**config.mk**
```make
export PLATFORM = sky130hd
export DESIGN_NAME = class_argmax_flat
export DESIGN_NICKNAME = d
export VERILOG_FILES = /design/src/source/cnn_fc_pkg.sv /design/src/source/fc_result_if.sv /design/src/source/class_argmax.sv /design/src/flat_wrapper.sv
export VERILOG_INCLUDE_DIRS = /design/src /design/src/include
export SDC_FILE = /design/constraint.sdc
export NUM_CORES = 1
export LEC_CHECK = 0
export BUFFER_PORTS_ARGS = -buffer_cell sky130_fd_sc_hd__buf_2
export CORE_ASPECT_RATIO = 0.8
export CORE_MARGIN = 1.5
export CORE_UTILIZATION = 50
export CTS_BUF_LIST = sky130_fd_sc_hd__clkbuf_16
export CTS_CLUSTER_SIZE = 14
export DETAILED_ROUTE_END_ITERATION = 8
export HOLD_SLACK_MARGIN = 0.15
export PLACE_DENSITY_LB_ADDON = 0.15
export RECOVER_POWER = 100
export SETUP_SLACK_MARGIN = 0.2
export SYNTH_ARGS = -nofsm -noshare
export SYNTH_HDL_FRONTEND = slang
export SYNTH_SLANG_ARGS = --single-unit
```
**constraint.sdc**
```tcl
create_clock -name clk -period 1.1 [get_ports clk]
set_input_delay 0.055 -clock clk [delete_from_list [all_inputs] [get_ports clk]]
set_output_delay 0.055 -clock clk [all_outputs]
set_load 0.01 [all_outputs]
```
**src/include/fc_weights.svh**
```systemverilog
`ifndef FC_WEIGHTS_SVH
`define FC_WEIGHTS_SVH

// ============================================================
// fixed weights of the fully connected layer
// ============================================================

// indexed [class][activation]
localparam logic signed [WGT_W-1:0] FC_WEIGHTS [NUM_CLASS][NUM_IN] = '{
    // class 0
    '{ 7'sd12, -7'sd7,  7'sd23, -7'sd30,  7'sd4,  7'sd18, -7'sd2,   7'sd9,
      -7'sd15,  7'sd27, 7'sd6,  -7'sd11,  7'sd31, -7'sd4, -7'sd22,  7'sd8,
       7'sd3,  -7'sd19, 7'sd14,  7'sd25, -7'sd9,  -7'sd1,  7'sd17, -7'sd26,
       7'sd10,  7'sd5, -7'sd13,  7'sd20, -7'sd28,  7'sd7,  7'sd2,  -7'sd16,
       7'sd21, -7'sd6, -7'sd3,   7'sd11, -7'sd24,  7'sd15, 7'sd29, -7'sd8,
      -7'sd12,  7'sd1,  7'sd19, -7'sd20,  7'sd6,  -7'sd5,  7'sd13,  7'sd24},
    // class 1
    '{-7'sd9,   7'sd16, -7'sd25, 7'sd3,   7'sd22, -7'sd14, 7'sd8,   7'sd30,
       7'sd1,  -7'sd18,  7'sd11, -7'sd7, -7'sd2,   7'sd26, -7'sd10, 7'sd5,
      -7'sd21,  7'sd14,  7'sd4, -7'sd29,  7'sd17,  7'sd9,  -7'sd6, -7'sd3,
       7'sd28, -7'sd12,  7'sd7,  7'sd19, -7'sd1,  -7'sd23,  7'sd12,  7'sd2,
      -7'sd8,   7'sd24, -7'sd16, 7'sd6,   7'sd13, -7'sd4,  -7'sd27, 7'sd10,
       7'sd18, -7'sd11,  7'sd0,  7'sd15, -7'sd19,  7'sd21, -7'sd5, -7'sd14},
    // class 2
    '{ 7'sd7,  -7'sd24,  7'sd19,  7'sd11, -7'sd3,  -7'sd16, 7'sd26, -7'sd1,
       7'sd14,  7'sd2,  -7'sd28,  7'sd9,   7'sd20, -7'sd13, 7'sd5,  -7'sd20,
       7'sd31, -7'sd5,  -7'sd10,  7'sd16,  7'sd1,   7'sd23, -7'sd17, 7'sd6,
      -7'sd4,   7'sd18,  7'sd25, -7'sd9,  -7'sd22,  7'sd12, -7'sd2,  7'sd27,
       7'sd3,  -7'sd15,  7'sd8,  -7'sd26,  7'sd10,  7'sd29, -7'sd7, -7'sd12,
      -7'sd18,  7'sd4,   7'sd22, -7'sd6,   7'sd15, -7'sd21,  7'sd9,  7'sd0}
};

// one bias per class
localparam logic signed [WGT_W-1:0] FC_BIAS [NUM_CLASS] = '{
    7'sd9, -7'sd6, -7'sd13
};

`endif
```
**src/source/cnn_fc_pkg.sv**
```systemverilog
package cnn_fc_pkg;

    // ============================================================
    // layer geometry
    // ============================================================

    // activations in one flattened feature vector
    localparam int NUM_IN    = 48;
    localparam int NUM_CLASS = 3;

    // ============================================================
    // data widths
    // ============================================================

    localparam int ACT_W  = 8;
    localparam int WGT_W  = 7;
    localparam int FMAP_W = NUM_IN * ACT_W;
    localparam int WVEC_W = NUM_IN * WGT_W;

    // full precision signed product
    localparam int PROD_W = ACT_W + WGT_W;

    // 48 terms grow the sum by 6 bits, the bias by one more
    localparam int SCORE_W = PROD_W + 6 + 1;

    localparam int CLASS_W = 2;

    // ============================================================
    // pipeline depth
    // ============================================================

    // products, then sum plus bias
    localparam int FC_LATENCY  = 2;
    // one more stage for the argmax
    localparam int TOP_LATENCY = FC_LATENCY + 1;

    `include "fc_weights.svh"

endpackage

```
**src/source/fc_result_if.sv**
```systemverilog
`timescale 1ns/1ns

interface fc_result_if
    import cnn_fc_pkg::*;
();

    // scores qualify only in the cycle valid is high
    logic                      valid;
    logic signed [SCORE_W-1:0] score0;
    logic signed [SCORE_W-1:0] score1;
    logic signed [SCORE_W-1:0] score2;

    modport producer (
        output valid,
        output score0,
        output score1,
        output score2
    );

    modport consumer (
        input valid,
        input score0,
        input score1,
        input score2
    );

endinterface

```
**src/source/class_argmax.sv**
```systemverilog
`timescale 1ns/1ns

module class_argmax
    import cnn_fc_pkg::*;
(
    input  logic                      clk,
    input  logic                      reset_n,
    fc_result_if.consumer             res,
    output logic                      o_ot_valid,
    output logic [CLASS_W-1:0]        o_ot_class,
    output logic signed [SCORE_W-1:0] o_ot_score
);

    logic signed [SCORE_W-1:0] w_best_score;
    logic [CLASS_W-1:0]        w_best_class;

    // ============================================================
    // compare the three signed scores
    // ============================================================

    // strict greater than, so a tie keeps the lower index
    always_comb begin
        w_best_score = res.score0;
        w_best_class = '0;
        if (res.score1 > w_best_score) begin
            w_best_score = res.score1;
            w_best_class = CLASS_W'(1);
        end
        if (res.score2 > w_best_score) begin
            w_best_score = res.score2;
            w_best_class = CLASS_W'(2);
        end
    end

    // ============================================================
    // output register
    // ============================================================

    always_ff @(posedge clk or negedge reset_n) begin
        if (!reset_n) begin
            o_ot_valid <= 1'b0;
            o_ot_class <= '0;
            o_ot_score <= '0;
        end else begin
            o_ot_valid <= res.valid;
            // result holds between strobes
            if (res.valid) begin
                o_ot_class <= w_best_class;
                o_ot_score <= w_best_score;
            end
        end
    end

    a_class_range : assert property (
        @(posedge clk) disable iff (!reset_n)
        o_ot_valid |-> (o_ot_class < CLASS_W'(NUM_CLASS))
    ) else $error("class_argmax reported class index %0d out of range", o_ot_class);

endmodule

```
**src/flat_wrapper.sv**
```systemverilog
// flat-port wrapper written by rule: the top's interface ports become plain ports
module class_argmax_flat import cnn_fc_pkg::*;
  (clk, reset_n, o_ot_valid, o_ot_class, o_ot_score, res_valid, res_score0, res_score1, res_score2);
  fc_result_if res_i ();
  input  logic clk;
  input  logic reset_n;
  output logic o_ot_valid;
  output logic [CLASS_W-1:0] o_ot_class;
  output logic signed [SCORE_W-1:0] o_ot_score;
  input wire logic [$bits(res_i.valid)-1:0] res_valid;
  input wire logic [$bits(res_i.score0)-1:0] res_score0;
  input wire logic [$bits(res_i.score1)-1:0] res_score1;
  input wire logic [$bits(res_i.score2)-1:0] res_score2;
  assign res_i.valid = res_valid;
  assign res_i.score0 = res_score0;
  assign res_i.score1 = res_score1;
  assign res_i.score2 = res_score2;
  class_argmax u_core (.clk(clk), .reset_n(reset_n), .res(res_i), .o_ot_valid(o_ot_valid), .o_ot_class(o_ot_class), .o_ot_score(o_ot_score));
endmodule
```
==> results of run 1 <==
stage by stage:
step | TNS, ns | util (%) | area, µm² | hold WS [ns] | setup WS, ns
after floorplan | -54.64 | - | 2621 | -0.2406 | -2.312
after global placement | -65.76 | 74.35 | 3438 | 0.08452 | -2.759
after detailed placement | -68.13 | 74.35 | 3438 | 0.08374 | -2.882
after CTS | -58.82 | 91.69 | 4240 | 0.1335 | -2.490
cells by family after synthesis:
group,Yosys count
adder cells (fa/ha/maj),44
AO/OA/AOI/OAI,82
buffers and inverters,38
flip-flops,25
AND/OR/NAND/NOR,58
multiplexers,25
synth_stat cells, drive strengths merged (3+ instances only):
cell type  instances
mux2i             22
mux2               3
nand4              6
nand2b             3
a21oi             21
nand3              3
a31oi             22
nor2b             22
o21ai             29
ha                44
and4               5
clkbuf             9
dfrtp             25
inv               27
nand2             12
nor2               4
repair_timing:
item / CTS
setup endpoints to repair: 24
pin swaps: 20
resized for setup: 79
endpoints found under the hold margin: 45
setup buffers: 11
hold buffers: 20
cloned: 2
==> summary.txt, run 1 <==
Run status
  – Status: stopped before the end
  – Exit stage: global routing
  – Err: [ERROR DPL-0038] Utilization greater than 100%, impossible to legalize

CTS
  – H-tree depth: 1
  – CTS root buf: clkbuf_16
  – CTS buffer count: 3
  – Clock sinks: 25
  – CTS Buffer Depth: 2

Synthesis
  – Cells after synthesis: 272
  – Largest cells by area after synthesis: dfrtp_1, ha_1, mux2i_1, a31oi_1, nor2b_1
  – Largest family of logic cells by synthesized area: adder cells
  – Syn. warnings: 0
  – Synth Area in XOR/XNOR: 0%
  – Yosys top cell by area: dfrtp_1
  – Share of the synthesized area in the top cell type: 25.95%
  – Async SR Flop Fraction: 100.0%
  – Synth Area per Inst: 8.864 µm²
  – Adder-cell share of the synthesized area: 22.83%
  – Simple-gate portion of the synthesized area: 14.27%
  – Post-synth EDFFs: 0
  – FF+latch count, synth: 25
  – Distinct cells, synth: 31
  – Synth Flop Type: dfrtp_1
  – Complex-gate fraction of the synthesized area: 19.88%
  – Post-synthesis sequential area ratio: 25.95%
  – Synth Net Count: 385
  – Mux cell area share after synthesis: 10.53%
  – Post-Syn Area: 2411 µm²

Floorplanning
  – Die width: 80.64 µm
  – Die H: 65.11 µm
  – # rows: 22
  – Initial Util: 52.14%
  – Io pins: 94

Place
  – Dpl hpwl: 5439 µm
  – IO Port Bufs: 93
  – Placed insts: 462
  – GP Congestion: 0.8884

GRT
  – Pin count of the biggest net entering global routing: 50

STA
  – Kind of the worst endpoint: register data pin
  – Crit. endpoint post-GRT repair: u_core.o_ot_score[15]$_DFFE_PN0P_/D
==> run 2: changes to the inputs <==
Settings changed: CORE_ASPECT_RATIO 0.8 to default, CORE_UTILIZATION 50 to 40, CTS_BUF_LIST sky130_fd_sc_hd__clkbuf_16 to default, CTS_CLUSTER_SIZE 14 to default, HOLD_SLACK_MARGIN 0.15 to default, SETUP_SLACK_MARGIN 0.2 to default.
==> summary.txt, run 2 <==
Cells and area
  – Fin util: 80.21%
  – Largest Register: u_core.o_ot_score
  – Share of cells above drive strength 1: 59.27%
  – Commonest non-fill, non-tap cell in the layout: buf_4
  – Most frequent cells in the layout: buf_4, buf_2, ha_4, clkbuf_1
  – Antenna diodes: 0
  – Biggest regs: u_core.o_ot_score (22), u_core.o_ot_class (2), u_core.o_ot_valid (1)
  – Nets: 551
  – Final instance area: 4721 µm²
  – Max FFs per register: 22
  – FF+latch area: 625.6 µm²
  – Area Overhead vs Synth: 95.80%
  – Fillcell total: 351
  – Area of the multi-input gates: 2609 µm²

Hold path
  – Hold path start: res_score2[0]
  – Worst Hold Path Cells: 3
  – Hold path endpoint: u_core.o_ot_score[0]
  – Hold crit path type: input port to flip-flop

GRT
  – Antenna violations before repair: 0
  – Pin count of the biggest net entering global routing: 26
  – Tot GR Track Use: 26.16%
  – Vias in the first global route: 2748
  – First-pass GRT wire length: 12880 µm
  – Overflow after GRT: 0

Floorplanning
  – Die width: 80.64 µm
  – Initial Util: 40.97%
  – Die area: 6502 µm²
  – Io pins: 94
  – # rows: 28
  – Die H: 80.64 µm
  – Core Region: 5886 µm²

Synthesis
  – Async SR Flop Fraction: 100.0%
  – Count leader, synth: ha_1
  – Largest cells by area after synthesis: dfrtp_1, ha_1, mux2i_1, a31oi_1, nor2b_1
  – Synth Flop Type: dfrtp_1
  – Yosys top cell by area: dfrtp_1
  – Post-Syn Area: 2411 µm²
  – Distinct cells, synth: 31
  – Synth Net Count: 385
  – Cells after synthesis: 272
  – Post-synthesis sequential area ratio: 25.95%
  – Syn. warnings: 0
  – Synth Area per Inst: 8.864 µm²
  – Share of the synthesized area in the top cell type: 25.95%
  – Most frequent cells after synthesis: ha_1, inv_1, dfrtp_1
  – FF+latch count, synth: 25
  – Post-synth EDFFs: 0

CTS
  – Clock sinks: 25
  – CTS buffer count: 3
  – Worst-Skew Late Latency: 0.28 ns
  – Clock transition at path regs: 0.09 ns
  – CTS tree: done
  – H-tree depth: 1
  – CTS root buf: clkbuf_8
  – CTS Buffer Depth: 2

Place
  – IO Port Bufs: 93
  – DP Area: 3537 µm²
  – GP Congestion: 0.8484
  – Dpl hpwl: 5559 µm

Power and ir drop
  – Clock group share of total power: 10.6%
  – Sequential Power Share: 24.4%
  – Peak supply drop: 0.7209 mV
  – Pwr dens: 1139 nW/µm²
  – Combinational Power Share: 65.0%
  – Pwr Total: 5.378 mW
  – Internal: 3.241 mW
  – Sw frac: 39.74%
  – Net switching power figure: 2.138 mW
  – Leakage power: 1.967 nW

Worst setup path
  – CP Data Required Time: 1.26 ns
  – Internal reg-to-reg setup slack: 0.18 ns
  – Critical Path Sink Type: flip-flop
  – Crit path DAT: 3.86 ns
  – R2R cell count: 3
  – CP Class: input port to flip-flop
  – CP Launch Type: input port
  – RR Endpoint: u_core.o_ot_score[10]
  – Crit-path max FO: 6
  – FF-to-FF Start: u_core.o_ot_score[10]

Drt
  – Remaining DRCs: 0
  – Via density per instance: 5.443
  – Wire length per cell: 17.96 µm
  – Antenna Nets Post-Route: 0
  – Starting DRC count in detailed routing: 149
  – Final Routed Wirelength: 9198 µm
  – DRT Pass-1 Iters: 4
  – Routed vias: 2787

STA
  – Crit share post-route: 335.8%
  – Worst Skew: 0 ns
  – Least-Margin Pin Slew: 0.6493 ns
  – Fin. Hold Viols: 0
  – Slack of the critical path: -2.593 ns
  – RSZ-0062 raised after global routing: true
  – Normalized max-slew margin: 56.71%
  – Final min period: 3.693 ns
  – Slew Limit Fails: 0
  – Finish-stage setup viols: 24
  – Min Hold Slack: 0.06455 ns
  – Fmax: 0.2708 GHz

Run
  – Max-cap violations: 0

Run status
  – Status: complete, but fails checks
  – Failing checks: negative setup slack
==> run 2: cell counts after synthesis <==
Identical to the previous run, type by type.
==> run 2: how the worst max path moves through the flow <==
| stage | depth (start not counted) | start | end |
|---|---|---|---|
| after detailed placement | 18 | res_score0[14] | u_core.o_ot_score[4] |
| after global placement | 18 | res_score0[17] | u_core.o_ot_score[20] |
| after floorplan | 17 | res_score0[17] | u_core.o_ot_score[20] |
| final | 17 | res_score1[13] | u_core.o_ot_class[1] |
| after CTS | 19 | res_score0[21] | u_core.o_ot_class[1] |
| after global routing | 20 | res_score0[21] | u_core.o_ot_score[17] |
==> run 2: what timing repair did <==
item | CTS | global route
gates resized for setup | 103 | 75
hold endpoints to repair | 25 | 0
pin swaps | 30 | 26
setup endpoints to repair | 24 | 24
gates cloned | 5 | 0
hold buffers | 1 | 0
setup buffers | 17 | 3
==> run 2: per-stage QoR <==
stage / worst slack (ns) / setup TNS, ns / cells
after floorplan: -2.312 / -54.64 / 272
after global placement: -2.779 / -66.30 / 486
after detailed placement: -3.002 / -71.13 / 486
after CTS: -2.431 / -57.54 / 512
after global routing: -2.670 / -63.20 / 512
final: -2.593 / -61.27 / 512
==> run 2: cell families after synthesis <==
group	Yosys count	share of synthesized area (%)
AO/OA/AOI/OAI	82	19.88
AND/OR/NAND/NOR	58	14.27
adder cells (fa/ha/maj)	44	22.83
buffers and inverters	38	6.539
multiplexers	25	10.53
flip-flops	25	25.95
==> run 2: layer usage <==
layer,share of wire [%],up-vias,wire length (µm),track usage [%]
met4,2.4,0,218,7.069
met1,40,1338,3639,30.17
li1,-,1340,-,-
met3,3.9,20,359,3.295
met2,54,89,4981,49.92
met5,0,-,0,0
==> run 2: layout make-up <==
type / instances / area share [%]
clock buffer: 4 / 0.9541
inverter: 27 / 2.465
timing repair buffer: 169 / 26.08
multi-input combinational: 212 / 55.26
sequential: 25 / 13.25
tap: 75 / 1.988
==> run 2: worst max-delay path, cell delays in order <==
cell and delay, ns:
buf_8 0.10, ha_4 0.27, nand4_1 0.19, nor4_2 0.38
o31a_1 0.27, nor4_4 0.08, o21ai_4 0.31, buf_12 0.20
mux2i_4 0.28, ha_4 0.18, and4_4 0.25, and4_4 0.27
o31ai_4 0.08, o211ai_1 0.13, buf_4 0.17, mux2_4 0.35
mux2_4 0.27
==> run 2: power groups by stage <==
stage / Sequential, mW / Clock, mW / Combinational, mW
6_report: 1.31 / 0.568 / 3.50
4_1_cts: 1.30 / 0.560 / 2.98
5_1_grt: 1.33 / 0.605 / 3.73
3_3_place_gp: 1.30 / 0 / 2.22
3_5_place_dp: 1.31 / 0 / 2.27
2_1_floorplan: 1.42 / 0 / 1.19
Note: power is estimated with default switching activity, not from simulation.
